### src/hw/pipe_pkg.sv
// Shared definitions for the RV32I execution slice
// ALU opcodes, stall/flush bus layout, decode-info layout and APB register map
package pipe_pkg;

    parameter int REG_ADDR_WIDTH = 5;
    parameter int INST_WIDTH     = 32;

    // stall/flush bus
    parameter int CU_BUS_WIDTH = 2;
    parameter int CU_STALL     = 0;
    parameter int CU_FLUSH     = 1;

    // decode info is {use_imm, alu_op}
    parameter int DECINFO_WIDTH = 4;
    parameter int DEC_USE_IMM   = 3;   // bit index of the immediate select

    typedef enum logic [2:0] {
        OP_ADD = 3'd0,
        OP_SUB = 3'd1,
        OP_AND = 3'd2,
        OP_OR  = 3'd3,
        OP_XOR = 3'd4,
        OP_LUI = 3'd5
    } alu_op_e;

    // APB register offsets
    parameter logic [7:0] REG_CTRL     = 8'h00;
    parameter logic [7:0] REG_INSTR    = 8'h04;
    parameter logic [7:0] REG_STATUS   = 8'h08;
    parameter logic [7:0] REG_RETIRED  = 8'h0C;
    parameter logic [7:0] REG_GPR_BASE = 8'h80;  // GPR n at base + 4n

endpackage

### src/hw/apb_ctrl_regs.sv
// APB slave for the execution slice
// Holds halt/flush control, sticky status and the retired counter, and issues instructions
`timescale 1ns/100ps

module apb_ctrl_regs import pipe_pkg::*; #(
    parameter int APB_AW = 8
) (
    input  logic                      clk,
    input  logic                      arst_n_i,
    input  logic                      psel_i,
    input  logic                      penable_i,
    input  logic                      pwrite_i,
    input  logic [APB_AW-1:0]         paddr_i,
    input  logic [INST_WIDTH-1:0]     pwdata_i,
    output logic [INST_WIDTH-1:0]     prdata_o,
    output logic                      pready_o,
    output logic                      pslverr_o,
    input  logic                      slot_busy_i,
    input  logic                      retire_pulse_i,
    input  logic                      illegal_pulse_i,
    input  logic [INST_WIDTH-1:0]     host_rdata_i,
    output logic                      issue_valid_o,
    output logic [INST_WIDTH-1:0]     issue_inst_o,
    output logic [CU_BUS_WIDTH-1:0]   stall_flag_o,
    output logic [REG_ADDR_WIDTH-1:0] host_raddr_o
);

    logic                  halt_q;
    logic                  flush_q;
    logic                  illegal_q;
    logic [INST_WIDTH-1:0] retired_q;
    logic                  wr_en;
    logic                  sel_ctrl, sel_instr, sel_status, sel_retired, sel_gpr;

    assign wr_en       = psel_i & penable_i & pwrite_i;  // access phase, pready always 1
    assign sel_ctrl    = (paddr_i == APB_AW'(REG_CTRL));
    assign sel_instr   = (paddr_i == APB_AW'(REG_INSTR));
    assign sel_status  = (paddr_i == APB_AW'(REG_STATUS));
    assign sel_retired = (paddr_i == APB_AW'(REG_RETIRED));
    assign sel_gpr     = ((paddr_i & ~APB_AW'(8'h7F)) == APB_AW'(REG_GPR_BASE));

    assign pready_o     = 1'b1;
    assign issue_valid_o = wr_en & sel_instr & ~slot_busy_i;
    assign issue_inst_o  = pwdata_i;
    assign stall_flag_o  = {flush_q, halt_q};
    assign host_raddr_o  = paddr_i[REG_ADDR_WIDTH+1:2];  // word index inside the GPR window

    // busy slot or a read-only/unmapped target
    assign pslverr_o = wr_en & ((sel_instr & slot_busy_i) | ~(sel_ctrl | sel_instr | sel_status));

    always_ff @(posedge clk or negedge arst_n_i) begin
        if (!arst_n_i) begin
            halt_q    <= 1'b0;
            flush_q   <= 1'b0;
            illegal_q <= 1'b0;
            retired_q <= '0;
        end else begin
            flush_q <= wr_en & sel_ctrl & pwdata_i[1];  // single-cycle pulse
            if (wr_en && sel_ctrl) begin
                halt_q <= pwdata_i[0];
            end
            if (illegal_pulse_i) begin
                illegal_q <= 1'b1;  // a new event wins over the clear
            end else if (wr_en && sel_status && pwdata_i[0]) begin
                illegal_q <= 1'b0;
            end
            retired_q <= retired_q + INST_WIDTH'(retire_pulse_i);
        end
    end

    always_comb begin
        prdata_o = '0;
        if (sel_ctrl)         prdata_o[0] = halt_q;
        else if (sel_status)  prdata_o[1:0] = {slot_busy_i, illegal_q};
        else if (sel_retired) prdata_o = retired_q;
        else if (sel_gpr)     prdata_o = host_rdata_i;
    end

    // an accepted issue finds the slot empty and fills it by the next cycle
    assert property (@(posedge clk) disable iff (!arst_n_i)
        issue_valid_o |-> !slot_busy_i ##1 slot_busy_i);

endmodule

### src/hw/exu_alu_wb.sv
// Execute stage: operand read, ALU and writeback
// Raises one registered pulse per retired or illegal instruction
`timescale 1ns/100ps

module exu_alu_wb import pipe_pkg::*; (
    input  logic                      clk,
    input  logic                      arst_n_i,
    input  logic [CU_BUS_WIDTH-1:0]   stall_flag_i,
    input  logic                      inst_valid_i,
    input  logic                      illegal_inst_i,
    input  logic                      reg_we_i,
    input  logic [REG_ADDR_WIDTH-1:0] reg_waddr_i,
    input  logic [REG_ADDR_WIDTH-1:0] rs1_raddr_i,
    input  logic [REG_ADDR_WIDTH-1:0] rs2_raddr_i,
    input  logic [DECINFO_WIDTH-1:0]  dec_info_bus_i,
    input  logic [INST_WIDTH-1:0]     dec_imm_i,
    input  logic [INST_WIDTH-1:0]     rs1_rdata_i,
    input  logic [INST_WIDTH-1:0]     rs2_rdata_i,
    output logic [REG_ADDR_WIDTH-1:0] rf_rs1_raddr_o,
    output logic [REG_ADDR_WIDTH-1:0] rf_rs2_raddr_o,
    output logic                      rf_we_o,
    output logic [REG_ADDR_WIDTH-1:0] rf_waddr_o,
    output logic [INST_WIDTH-1:0]     rf_wdata_o,
    output logic                      retire_pulse_o,
    output logic                      illegal_pulse_o
);

    alu_op_e               alu_op;
    logic [INST_WIDTH-1:0] op_b;
    logic                  act_en;

    assign alu_op = alu_op_e'(dec_info_bus_i[DEC_USE_IMM-1:0]);
    assign op_b   = dec_info_bus_i[DEC_USE_IMM] ? dec_imm_i : rs2_rdata_i;
    // held content acts once, after the stall drops
    assign act_en = inst_valid_i & ~stall_flag_i[CU_STALL] & ~stall_flag_i[CU_FLUSH];

    always_comb begin
        case (alu_op)
            OP_SUB:  rf_wdata_o = rs1_rdata_i - op_b;
            OP_AND:  rf_wdata_o = rs1_rdata_i & op_b;
            OP_OR:   rf_wdata_o = rs1_rdata_i | op_b;
            OP_XOR:  rf_wdata_o = rs1_rdata_i ^ op_b;
            OP_LUI:  rf_wdata_o = dec_imm_i;
            default: rf_wdata_o = rs1_rdata_i + op_b;
        endcase
    end

    assign rf_rs1_raddr_o = rs1_raddr_i;
    assign rf_rs2_raddr_o = rs2_raddr_i;
    assign rf_waddr_o     = reg_waddr_i;
    assign rf_we_o        = act_en & reg_we_i;  // reg_we is only set for legal instructions

    always_ff @(posedge clk or negedge arst_n_i) begin
        if (!arst_n_i) begin
            retire_pulse_o  <= 1'b0;
            illegal_pulse_o <= 1'b0;
        end else begin
            retire_pulse_o  <= rf_we_o;
            illegal_pulse_o <= act_en & illegal_inst_i;
        end
    end

    // decode never marks an instruction both writing and illegal
    assert property (@(posedge clk) disable iff (!arst_n_i)
        !(retire_pulse_o && illegal_pulse_o));

endmodule

### src/hw/gpr_regfile.sv
// 32x32 general register file with x0 hardwired to zero
// Two execute read ports, one host read port, one write port
`timescale 1ns/100ps

module gpr_regfile import pipe_pkg::*; (
    input  logic                      clk,
    input  logic                      arst_n_i,
    input  logic [REG_ADDR_WIDTH-1:0] rs1_raddr_i,
    input  logic [REG_ADDR_WIDTH-1:0] rs2_raddr_i,
    input  logic [REG_ADDR_WIDTH-1:0] host_raddr_i,
    input  logic                      we_i,
    input  logic [REG_ADDR_WIDTH-1:0] waddr_i,
    input  logic [INST_WIDTH-1:0]     wdata_i,
    output logic [INST_WIDTH-1:0]     rs1_rdata_o,
    output logic [INST_WIDTH-1:0]     rs2_rdata_o,
    output logic [INST_WIDTH-1:0]     host_rdata_o
);

    logic [INST_WIDTH-1:0] regs [2**REG_ADDR_WIDTH];

    always_ff @(posedge clk or negedge arst_n_i) begin
        if (!arst_n_i) begin
            for (int i = 0; i < 2**REG_ADDR_WIDTH; i++) regs[i] <= '0;
        end else if (we_i && (waddr_i != '0)) begin  // x0 ignores writes
            regs[waddr_i] <= wdata_i;
        end
    end

    assign rs1_rdata_o  = (rs1_raddr_i == '0) ? '0 : regs[rs1_raddr_i];
    assign rs2_rdata_o  = (rs2_raddr_i == '0) ? '0 : regs[rs2_raddr_i];
    assign host_rdata_o = (host_raddr_i == '0) ? '0 : regs[host_raddr_i];

endmodule

### src/hw/idu_decode.sv
// Issue slot and decoder for the RV32I subset
// Holds one instruction word and decodes OP, OP-IMM and LUI into execute fields
`timescale 1ns/100ps

module idu_decode import pipe_pkg::*; (
    input  logic                      clk,
    input  logic                      arst_n_i,
    input  logic                      issue_valid_i,
    input  logic [INST_WIDTH-1:0]     issue_inst_i,
    input  logic [CU_BUS_WIDTH-1:0]   stall_flag_i,
    output logic                      slot_busy_o,
    output logic                      inst_valid_o,
    output logic                      illegal_inst_o,
    output logic                      reg_we_o,
    output logic [REG_ADDR_WIDTH-1:0] reg_waddr_o,
    output logic [REG_ADDR_WIDTH-1:0] rs1_raddr_o,
    output logic [REG_ADDR_WIDTH-1:0] rs2_raddr_o,
    output logic [DECINFO_WIDTH-1:0]  dec_info_bus_o,
    output logic [INST_WIDTH-1:0]     dec_imm_o
);

    localparam logic [6:0] OPC_OP     = 7'b0110011;
    localparam logic [6:0] OPC_OP_IMM = 7'b0010011;
    localparam logic [6:0] OPC_LUI    = 7'b0110111;

    logic                  slot_valid;
    logic [INST_WIDTH-1:0] slot_inst;  // payload, no reset needed
    logic                  legal;
    logic                  use_imm;
    alu_op_e               alu_op;

    always_ff @(posedge clk or negedge arst_n_i) begin
        if (!arst_n_i) begin
            slot_valid <= 1'b0;
        end else if (stall_flag_i[CU_FLUSH]) begin
            slot_valid <= 1'b0;
        end else if (issue_valid_i) begin
            slot_valid <= 1'b1;
        end else if (!stall_flag_i[CU_STALL]) begin
            slot_valid <= 1'b0;  // moved on into the pipe register
        end
    end

    always_ff @(posedge clk) begin
        if (issue_valid_i) slot_inst <= issue_inst_i;
    end

    always_comb begin
        legal     = 1'b1;
        use_imm   = 1'b0;
        alu_op    = OP_ADD;
        dec_imm_o = '0;
        case (slot_inst[6:0])
            OPC_OP: begin
                case ({slot_inst[31:25], slot_inst[14:12]})
                    {7'h00, 3'b000}: alu_op = OP_ADD;
                    {7'h20, 3'b000}: alu_op = OP_SUB;
                    {7'h00, 3'b100}: alu_op = OP_XOR;
                    {7'h00, 3'b110}: alu_op = OP_OR;
                    {7'h00, 3'b111}: alu_op = OP_AND;
                    default:         legal  = 1'b0;
                endcase
            end
            OPC_OP_IMM: begin
                use_imm   = 1'b1;
                dec_imm_o = {{20{slot_inst[31]}}, slot_inst[31:20]};  // sign-extended I-type
                case (slot_inst[14:12])
                    3'b000:  alu_op = OP_ADD;
                    3'b100:  alu_op = OP_XOR;
                    3'b110:  alu_op = OP_OR;
                    3'b111:  alu_op = OP_AND;
                    default: legal  = 1'b0;  // shifts and compares not supported
                endcase
            end
            OPC_LUI: begin
                use_imm   = 1'b1;
                alu_op    = OP_LUI;
                dec_imm_o = {slot_inst[31:12], 12'h000};
            end
            default: legal = 1'b0;
        endcase
    end

    assign slot_busy_o    = slot_valid;
    assign inst_valid_o   = slot_valid;
    assign illegal_inst_o = slot_valid & ~legal;
    assign reg_we_o       = slot_valid & legal;
    assign reg_waddr_o    = slot_inst[11:7];
    assign rs1_raddr_o    = slot_inst[19:15];
    assign rs2_raddr_o    = slot_inst[24:20];
    assign dec_info_bus_o = {use_imm, alu_op};

endmodule

### src/hw/idu_id_pipe.sv
// Decode-to-execute pipeline register
// Holds its fields while stalled and loads zeros on a flush
`timescale 1ns/100ps

module idu_id_pipe import pipe_pkg::*; (
    input  logic                      clk,
    input  logic                      arst_n_i,
    input  logic [CU_BUS_WIDTH-1:0]   stall_flag_i,
    input  logic                      inst_valid_i,
    input  logic                      illegal_inst_i,
    input  logic                      reg_we_i,
    input  logic [REG_ADDR_WIDTH-1:0] reg_waddr_i,
    input  logic [REG_ADDR_WIDTH-1:0] rs1_raddr_i,
    input  logic [REG_ADDR_WIDTH-1:0] rs2_raddr_i,
    input  logic [DECINFO_WIDTH-1:0]  dec_info_bus_i,
    input  logic [INST_WIDTH-1:0]     dec_imm_i,
    output logic                      inst_valid_o,
    output logic                      illegal_inst_o,
    output logic                      reg_we_o,
    output logic [REG_ADDR_WIDTH-1:0] reg_waddr_o,
    output logic [REG_ADDR_WIDTH-1:0] rs1_raddr_o,
    output logic [REG_ADDR_WIDTH-1:0] rs2_raddr_o,
    output logic [DECINFO_WIDTH-1:0]  dec_info_bus_o,
    output logic [INST_WIDTH-1:0]     dec_imm_o
);

    localparam int PIPE_W = 3 + 3 * REG_ADDR_WIDTH + DECINFO_WIDTH + INST_WIDTH;

    logic              flush_en, stall_en;
    logic [PIPE_W-1:0] pipe_d, pipe_q;

    assign flush_en = stall_flag_i[CU_FLUSH];
    assign stall_en = stall_flag_i[CU_STALL];

    // register addresses travel, operands are read in execute
    assign pipe_d = flush_en ? '0 : {inst_valid_i, illegal_inst_i, reg_we_i, reg_waddr_i,
                                     rs1_raddr_i, rs2_raddr_i, dec_info_bus_i, dec_imm_i};

    always_ff @(posedge clk or negedge arst_n_i) begin
        if (!arst_n_i) begin
            pipe_q <= '0;
        end else if (flush_en || !stall_en) begin  // flush wins over stall
            pipe_q <= pipe_d;
        end
    end

    assign {inst_valid_o, illegal_inst_o, reg_we_o, reg_waddr_o,
            rs1_raddr_o, rs2_raddr_o, dec_info_bus_o, dec_imm_o} = pipe_q;

    assert property (@(posedge clk) disable iff (!arst_n_i)
        (stall_en && !flush_en) |=> $stable(pipe_q));

endmodule

### src/hw/mini_pipe_top.sv
// Top level of the RV32I execution slice
// APB register block feeding decode, pipe register, execute and register file
`timescale 1ns/100ps

module mini_pipe_top import pipe_pkg::*; #(
    parameter int APB_AW = 8
) (
    input  logic                  clk,
    input  logic                  arst_n_i,
    input  logic                  psel_i,
    input  logic                  penable_i,
    input  logic                  pwrite_i,
    input  logic [APB_AW-1:0]     paddr_i,
    input  logic [INST_WIDTH-1:0] pwdata_i,
    output logic [INST_WIDTH-1:0] prdata_o,
    output logic                  pready_o,
    output logic                  pslverr_o
);

    logic                      issue_valid, slot_busy, retire_pulse, illegal_pulse;
    logic [INST_WIDTH-1:0]     issue_inst, host_rdata;
    logic [CU_BUS_WIDTH-1:0]   stall_flag;
    logic [REG_ADDR_WIDTH-1:0] host_raddr;

    // decode side
    logic                      d_valid, d_illegal, d_we;
    logic [REG_ADDR_WIDTH-1:0] d_waddr, d_rs1, d_rs2;
    logic [DECINFO_WIDTH-1:0]  d_info;
    logic [INST_WIDTH-1:0]     d_imm;

    // execute side
    logic                      e_valid, e_illegal, e_we;
    logic [REG_ADDR_WIDTH-1:0] e_waddr, e_rs1, e_rs2;
    logic [DECINFO_WIDTH-1:0]  e_info;
    logic [INST_WIDTH-1:0]     e_imm;

    // register file ports
    logic                      rf_we;
    logic [REG_ADDR_WIDTH-1:0] rf_rs1, rf_rs2, rf_waddr;
    logic [INST_WIDTH-1:0]     rf_wdata, rs1_rdata, rs2_rdata;

    apb_ctrl_regs #(.APB_AW(APB_AW)) apb_ctrl_regs_i (
        .clk, .arst_n_i, .psel_i, .penable_i, .pwrite_i, .paddr_i, .pwdata_i,
        .prdata_o, .pready_o, .pslverr_o,
        .slot_busy_i(slot_busy), .retire_pulse_i(retire_pulse),
        .illegal_pulse_i(illegal_pulse), .host_rdata_i(host_rdata),
        .issue_valid_o(issue_valid), .issue_inst_o(issue_inst),
        .stall_flag_o(stall_flag), .host_raddr_o(host_raddr)
    );

    idu_decode idu_decode_i (
        .clk, .arst_n_i, .issue_valid_i(issue_valid), .issue_inst_i(issue_inst),
        .stall_flag_i(stall_flag), .slot_busy_o(slot_busy),
        .inst_valid_o(d_valid), .illegal_inst_o(d_illegal), .reg_we_o(d_we),
        .reg_waddr_o(d_waddr), .rs1_raddr_o(d_rs1), .rs2_raddr_o(d_rs2),
        .dec_info_bus_o(d_info), .dec_imm_o(d_imm)
    );

    idu_id_pipe idu_id_pipe_i (
        .clk, .arst_n_i, .stall_flag_i(stall_flag),
        .inst_valid_i(d_valid), .illegal_inst_i(d_illegal), .reg_we_i(d_we),
        .reg_waddr_i(d_waddr), .rs1_raddr_i(d_rs1), .rs2_raddr_i(d_rs2),
        .dec_info_bus_i(d_info), .dec_imm_i(d_imm),
        .inst_valid_o(e_valid), .illegal_inst_o(e_illegal), .reg_we_o(e_we),
        .reg_waddr_o(e_waddr), .rs1_raddr_o(e_rs1), .rs2_raddr_o(e_rs2),
        .dec_info_bus_o(e_info), .dec_imm_o(e_imm)
    );

    exu_alu_wb exu_alu_wb_i (
        .clk, .arst_n_i, .stall_flag_i(stall_flag),
        .inst_valid_i(e_valid), .illegal_inst_i(e_illegal), .reg_we_i(e_we),
        .reg_waddr_i(e_waddr), .rs1_raddr_i(e_rs1), .rs2_raddr_i(e_rs2),
        .dec_info_bus_i(e_info), .dec_imm_i(e_imm),
        .rs1_rdata_i(rs1_rdata), .rs2_rdata_i(rs2_rdata),
        .rf_rs1_raddr_o(rf_rs1), .rf_rs2_raddr_o(rf_rs2), .rf_we_o(rf_we),
        .rf_waddr_o(rf_waddr), .rf_wdata_o(rf_wdata),
        .retire_pulse_o(retire_pulse), .illegal_pulse_o(illegal_pulse)
    );

    gpr_regfile gpr_regfile_i (
        .clk, .arst_n_i, .rs1_raddr_i(rf_rs1), .rs2_raddr_i(rf_rs2),
        .host_raddr_i(host_raddr), .we_i(rf_we), .waddr_i(rf_waddr), .wdata_i(rf_wdata),
        .rs1_rdata_o(rs1_rdata), .rs2_rdata_o(rs2_rdata), .host_rdata_o(host_rdata)
    );

endmodule

### config.mk
export PLATFORM = sky130hd
export DESIGN_NAME = mini_pipe_top
export DESIGN_NICKNAME = d
export VERILOG_FILES = /design/src/hw/pipe_pkg.sv /design/src/hw/apb_ctrl_regs.sv /design/src/hw/exu_alu_wb.sv /design/src/hw/gpr_regfile.sv /design/src/hw/idu_decode.sv /design/src/hw/idu_id_pipe.sv /design/src/hw/mini_pipe_top.sv
export SDC_FILE = /design/constraint.sdc
export NUM_CORES = 2
export LEC_CHECK = 0
export BUFFER_PORTS_ARGS = -buffer_cell sky130_fd_sc_hd__buf_2
export CORE_UTILIZATION = 58
export CTS_CLUSTER_SIZE = 30
export DETAILED_ROUTE_END_ITERATION = 8
export PLACE_DENSITY_LB_ADDON = 0.1
export SLEW_MARGIN = 20
export SYNTH_ARGS = -nofsm -noshare
export SYNTH_HDL_FRONTEND = slang
export SYNTH_SLANG_ARGS = --single-unit
export TNS_END_PERCENT = 20
### constraint.sdc
create_clock -name clk -period 6 [get_ports clk]
set_input_delay 0 -clock clk [delete_from_list [all_inputs] [get_ports clk]]
set_output_delay 0 -clock clk [all_outputs]
set_load 0.05 [all_outputs]
# After elaboration in Yosys (flattened, before gate mapping)
# Cells that the tools add are included.
[op_classes] reduce_logical=18 addsub=3 n_eq_ne=19 n_bitwise=29 order_cmp=5 n_mux=37
[ops] cell="$bwmux W1024" count=1
[ops] cell="$bmux W32 S5" count=3
[ops] cell="$mux W32" count=13
[ops] cell="$demux W32 S5" count=1
[ops] cell="$pmux W32 S5" count=1
[ops] cell="$pmux W32 S2" count=1
[ops] cell="$mux W54" count=1
[ops] cell="$add A32 B1 Y32" count=1
[ops] cell="$add A32 B32 Y32" count=1
[ops] cell="$and A32 B32 Y32" count=1
[ops] cell="$or A32 B32 Y32" count=1
[ops] cell="$sub A32 B32 Y32" count=1
[ops] cell="$xor A32 B32 Y32" count=1
[ops] cell="$mux W31" count=1
[ops] cell="$eq A10 B3 Y1 const B" count=3
[ops] cell="$mux W30" count=1
[ops] cell="$ge A6 B6 Y1 const B" count=4
[ops] cell="$not A5 Y6" count=4
[ops] cell="$pmux W3 S3" count=2
[ops] cell="$eq A8 B4 Y1 const B" count=2
[ops] cell="$eq A3 B3 Y1 const B" count=5
[ops] cell="$logic_not A5 Y1" count=3
[ops] cell="$and A1 B1 Y1" count=14
[ops] cell="$eq A7 B6 Y1 const B" count=2
[ops] cell="other kinds (24)" count=43
[word_totals] out_inout_bits=34 reg_bits=1148 inputBits=45 wordCells=152

# Longest topological paths before layout
[depth] word_depth=9 mapped_depth=28

# Modules after synthesis
# A second synthesis with hierarchy kept.
[hier_totals] cells_unflattened=5518 hier_area_um2=73953.4
[modules_own_cells] module="gpr_regfile" area_each_um2=62287.2 seq_area_each_um2=25624.6 cells_per_inst=4210 instances=1
[modules_own_cells] module="exu_alu_wb" area_each_um2=5574.1 seq_area_each_um2=50.0 cells_per_inst=784 instances=1
[modules_own_cells] module="apb_ctrl_regs" area_each_um2=2299.7 seq_area_each_um2=875.8 cells_per_inst=233 instances=1
[modules_own_cells] module="idu_id_pipe" area_each_um2=2229.6 seq_area_each_um2=1351.3 cells_per_inst=174 instances=1
[modules_own_cells] module="idu_decode" area_each_um2=1562.7 seq_area_each_um2=985.9 cells_per_inst=117 instances=1

# Least setup slack after synthesis
# No wires, ideal clock.
[synth_path] path_type="register -> register" startpoint="register idu_id_pipe_i.pipe_q[41]" endpoint="register gpr_regfile_i.regs[110] (netlist bit)" path_buffers=6 arrival_ns=6.396 required_time_ns=5.867 synth_period_minus_slack_ns=6.529 path_stages_with_launch=24 setup_slack_ns=-0.529 cell_sequence="dfrtp_1 -> clkbuf_1 -> clkbuf_1 -> clkbuf_1 -> clkbuf_1 -> clkbuf_1 -> mux4_2 -> mux4_2 -> nand2_1 -> a21o_1 -> ha_1 -> inv_1 -> fa_1 -> a21o_1 -> a21oi_1 -> o21ai_0 -> a31oi_1 -> o21ai_0 -> a31oi_1 -> o21ai_0 -> xor2_1 -> a221oi_1 -> clkbuf_1 -> o21ai_0"
[synth_via] elab_chain_cells=8 elab_cells_between_ends=13 cone_classes="2 x add/sub; 6 x mux; 4 x bitwise; 1 x reduce/logical"
[synth_rtl] item="from (decl)" line="idu_id_pipe.sv:30" source="logic [PIPE_W-1:0] pipe_d, pipe_q;"
[synth_rtl] item="from (signal assigned)" line="idu_id_pipe.sv:43" source="pipe_q <= pipe_d;"
[synth_rtl] item="$not A5 Y6 (not written as such)" line="gpr_regfile.sv:29" source="assign rs1_rdata_o = (rs1_raddr_i == '0) ? '0 : regs[rs1_raddr_i];"
[synth_rtl] item="$bmux W32 S5" line="gpr_regfile.sv:29"
[synth_rtl] item="$mux W32 (not written as such) (2 in series)" line="gpr_regfile.sv:29"
[synth_rtl] item="$mux W32 (*)" line="gpr_regfile.sv:29"
[synth_rtl] item="$add A32 B32 Y32 (tied with other cells)" line="exu_alu_wb.sv:44" source="default: rf_wdata_o = rs1_rdata_i + op_b;"
[synth_rtl] item="$pmux W32 S5 (*)" line="exu_alu_wb.sv:38" source="case (alu_op)"
[synth_rtl] item="$bwmux W1024 (*)" line="gpr_regfile.sv:25" source="regs[waddr_i] <= wdata_i;"
[synth_rtl] item="to (signal, indexed assignment)" line="gpr_regfile.sv:25"
[synth_rtl] item="to (decl)" line="gpr_regfile.sv:19" source="logic [INST_WIDTH-1:0] regs [2**REG_ADDR_WIDTH];"
# Mark *: on every way between the ends. The rest lies on a longest branch, timed or not. The select of a mux whose other input is x is not followed.
# A chain may end at the register's enable or synchronous reset.

# Worst setup path in the final report
[layout_path] startpoint="register idu_id_pipe_i.pipe_q[36]" endpoint="register gpr_regfile_i.regs[188] (netlist bit)"
[layout_via] elab_chain_cells=9 elab_cells_between_ends=14 cone_classes="2 x add/sub; 7 x mux; 4 x bitwise; 1 x reduce/logical"
[layout_rtl] item="$not A5 Y6 (not written as such)" line="gpr_regfile.sv:30" source="assign rs2_rdata_o = (rs2_raddr_i == '0) ? '0 : regs[rs2_raddr_i];"
[layout_rtl] item="$bmux W32 S5" line="gpr_regfile.sv:30"
[layout_rtl] item="$mux W32 (not written as such) (2 in series)" line="gpr_regfile.sv:30"
[layout_rtl] item="$mux W32 (*)" line="gpr_regfile.sv:30"
[layout_rtl] item="$mux W32 (*)" line="exu_alu_wb.sv:33" source="assign op_b = dec_info_bus_i[DEC_USE_IMM] ? dec_imm_i : rs2_rdata_i;"
[layout_rtl] item="$add A32 B32 Y32 (tied with other cells)" line="exu_alu_wb.sv:44"
[layout_rtl] item="$pmux W32 S5 (*)" line="exu_alu_wb.sv:38"
[layout_rtl] item="$bwmux W1024 (*)" line="gpr_regfile.sv:25"
# Marked as above.

==> run_results.csv <==
group,metric,value,unit
floorplanning,die_h,350,um
place,portBuffers,77,
synthesis,synth_top_cell_by_area,"dfrtp_1",
setup_path,critPathLaunchType,"flop",
setup_path,crit_fanout,8,
cells_and_area,multi_input_area,39400,um^2
route,drt_iter0_markers,7637,
synthesis,syn_area,70200,um^2
place,gp_congestion,1.01,
synthesis,syn_nets,6405,
timing,max_freq,167,MHz
synthesis,synth.ff_latch_count,1148,
timing,rsz0062_at_grt,"true",
route,via_per_inst,7.09,
synthesis,yosysSeqAreaShare,0.412,
setup_path,cp.required,6630,ps
pwr,power_density,210,nW/um^2
clock_tree,clk_latency,780,ps
setup_path,cp.arrival,6600,ps
synthesis,ys_async_sr_fraction,0.972,
timing,finalClockSkew,38.2,ps
cells_and_area,final_cells,8013,
clock_tree,clk_path_buf_depth,3,
cells_and_area,area_growth,14.7,%
flow_run,drv_cap,0,
synthesis,yosysTopAreaCellShare,0.398,
cells_and_area,fin_nets,6442,
synthesis,synth-edff-count,32,
pwr,p_total,16900,uW
timing,max_slew_margin,0.0901,
timing,hold_viol,0,
synthesis,synth_top_family_by_area,"multiplexers",
synthesis,synthFlopType,"dfrtp_1",
cells_and_area,drive_gt1_frac,0.277,
route,wl_per_cell,32.4,um
route,drc,0,
timing,drv_slew,0,
synthesis,synth-compound-area-share,0.123,
synthesis,netlist_instances,6261,
setup_path,max_stage_delay,510,ps
clock_tree,clk_pin_slew,60,ps
global_routing,grt_pass1_wl,379,mm
synthesis,synth_fa_ha_area_frac,0.0178,
floorplanning,core_region_area,120000,um^2
setup_path,slowest_stage,"dfrtp_4",
min_path,min-delay-path-class,"in2reg",
floorplanning,fp.dieW,350,um
cells_and_area,final_common_cell,"nand2_1",
setup_path,path_class,"reg2reg",
clock_tree,cts_sinks,1148,
run_status,status,"finished, final reports clean",
route,routed_wirelength,260,mm
pwr,max-vdd-ir-drop,0.283,mV
floorplanning,dieArea,122000,um^2
timing,fin_setup_tns,0,ps
setup_path,end_kind,"flop",
cells_and_area,seq_area,28900,um^2
cells_and_area,n_fill_cell,8892,
clock_tree,cts_root_buf,"clkbuf_16",
cells_and_area,mostFrequentLayoutCells,"nand2_1 (1149), dfrtp_1 (1105), o21ai_0 (912)",
synthesis,synth_area_leaders,"dfrtp_1 (40%), mux4_2 (26%), o21ai_0 (6.9%)",
synthesis,synth-simple-area-share,0.0938,
synthesis,ys_warn_count,0,
clock_tree,htreeDepth,4,
clock_tree,tritoncts,"yes",
floorplanning,floorplan.initialDensity,0.585,
route,num_vias,56800,
timing,fin_crit_sh,0.996,
floorplanning,rows,127,
synthesis,synth_cell_types,78,
global_routing,grt_pass1_vias,55200,
global_routing,grt-ovfl-total,0,
floorplanning,io_pins,79,
setup_path,cpMostUsedCell,"buf_4",
route,first_pass_iters,8,
place,placed_cells,7655,
route,ant_nets,0,
global_routing,grt_max_degree,146,
synthesis,yosys-mux-area-fraction,0.301,
clock_tree,cts_buffers,130,
synthesis,synth_xor_area_frac,0.0107,
global_routing,track_usage,0.431,
timing,final-setup-viol-count,0,
timing,post-route-min-period,5970,ps
synthesis,avgSynthCellArea,11.2,um^2
place,dp_hpwl,160,mm
pwr,p_leak,0.0340,uW
timing,worst_pin_slew,1330,ps
global_routing,antenna_found_initial,17,
cells_and_area,final_util,0.671,
[critical path, delay by kind of cell, from the launching register on]
family / cells / cell delay [ps]
AOI/OAI and AO/OA: 10 / 1660
xor gates and xnor gates: 2 / 240
adders and majority gates: 1 / 300
buffers and inverters: 7 / 1260
DFF: 1 / 510
muxes: 1 / 490
and+or+nand+nor: 6 / 1340
[routing by layer]
metal | vias up | global-route usage | routed length, um
met3 | 969 | 0.148 | 35900
met1 | 28500 | 0.576 | 94500
li1 | 23400 | - | -
met5 | - | 0 | 50
met4 | 10 | 0.241 | 16600
met2 | 3928 | 0.618 | 112000
[synth_stat cells, drive strengths merged (22+ instances only)]
library cell / instances
a221o: 34
nand4: 24
nor3: 32
mux2: 60
buf: 147
xnor2: 74
o22ai: 41
mux4: 808
a21oi: 181
nand2b: 43
mux2i: 223
edfxtp: 32
a22o: 22
nand3: 42
nor2: 188
a21o: 45
o21ai: 1002
inv: 80
dfrtp: 1116
ha: 98
o221ai: 28
clkbuf: 492
nand2: 1183
[flip-flops by register name, summed over array words and instances (netlist names)]
register                      count
gpr_regfile_i.regs             1024
idu_id_pipe_i.pipe_q             54
apb_ctrl_regs_i.retired_q        32
idu_decode_i.slot_inst           32
apb_ctrl_regs_i.flush_q           1
apb_ctrl_regs_i.halt_q            1
apb_ctrl_regs_i.illegal_q         1
exu_alu_wb_i.illegal_pulse_o      1
exu_alu_wb_i.retire_pulse_o       1
idu_decode_i.inst_valid_o         1
[through the flow]
stage	instance area, um^2	setup slack (ps)	hold WS [ps]
6_report	80500	25.4	29.0
5_1_grt	80400	-131	35.7
4_1_cts	79600	2.79	9.10
3_5_place_dp	73900	-440	110
3_3_place_gp	73900	-425	110
2_1_floorplan	70200	8.76	-296
[report_power, final]
part	switching [uW]	internal [uW]	leakage [uW]	total, uW
Sequential	5.13	7770	0.0158	7780
Combinational	484	238	0.0160	722
Clock	3440	4980	0.00219	8420
[what timing repair did]
| action | in CTS | in global routing |
|---|---|---|
| resized for setup | 48 | 172 |
| endpoints found under the hold margin | 354 | 0 |
| buffers inserted | 19 | 24 |
| endpoints found under the setup margin | 258 | 375 |
| gates cloned | 4 | 6 |
| hold buffers | 70 | 0 |
| pin swaps | 21 | 66 |
[final cells by class]
class,count,share of cell area
inverter,80,0.00373
multi-input combinational,4394,0.490
sequential,1148,0.359
clock buffer,187,0.0477
tap,1612,0.0251
antenna,4,0.000124
clock inverter,44,0.00768
timing repair buffer,544,0.0661
[final timing paths]
check	from	endpoint	slack (ps)	depth (start not counted)
max in group asynchronous	arst_n_i	gpr_regfile_i.regs[89]$_DFFE_PN0P_	4960	3
max	idu_id_pipe_i.pipe_q[36]$_DFFE_PN0P_	gpr_regfile_i.regs[188]$_DFFE_PN0P_	30	27
min reg2reg	gpr_regfile_i.regs[1000]$_DFFE_PN0P_	gpr_regfile_i.regs[1000]$_DFFE_PN0P_	400	0
min	pwdata_i[1]	apb_ctrl_regs_i.flush_q$_DFF_PN0_	30	3
max reg2reg	idu_id_pipe_i.pipe_q[36]$_DFFE_PN0P_	gpr_regfile_i.regs[188]$_DFFE_PN0P_	30	27
min in group asynchronous	arst_n_i	gpr_regfile_i.regs[615]$_DFFE_PN0P_	80	3
[cells by family after synthesis]
kind of cell	Yosys count
AND/OR/NAND/NOR	1602
AO/OA/AOI/OAI	1515
flip-flops	1148
multiplexers	1091
buffers and inverters	719
adder cells (fa/ha/maj)	99
XOR/XNOR	86
other	1
Note: power is estimated with default switching activity, not from simulation.
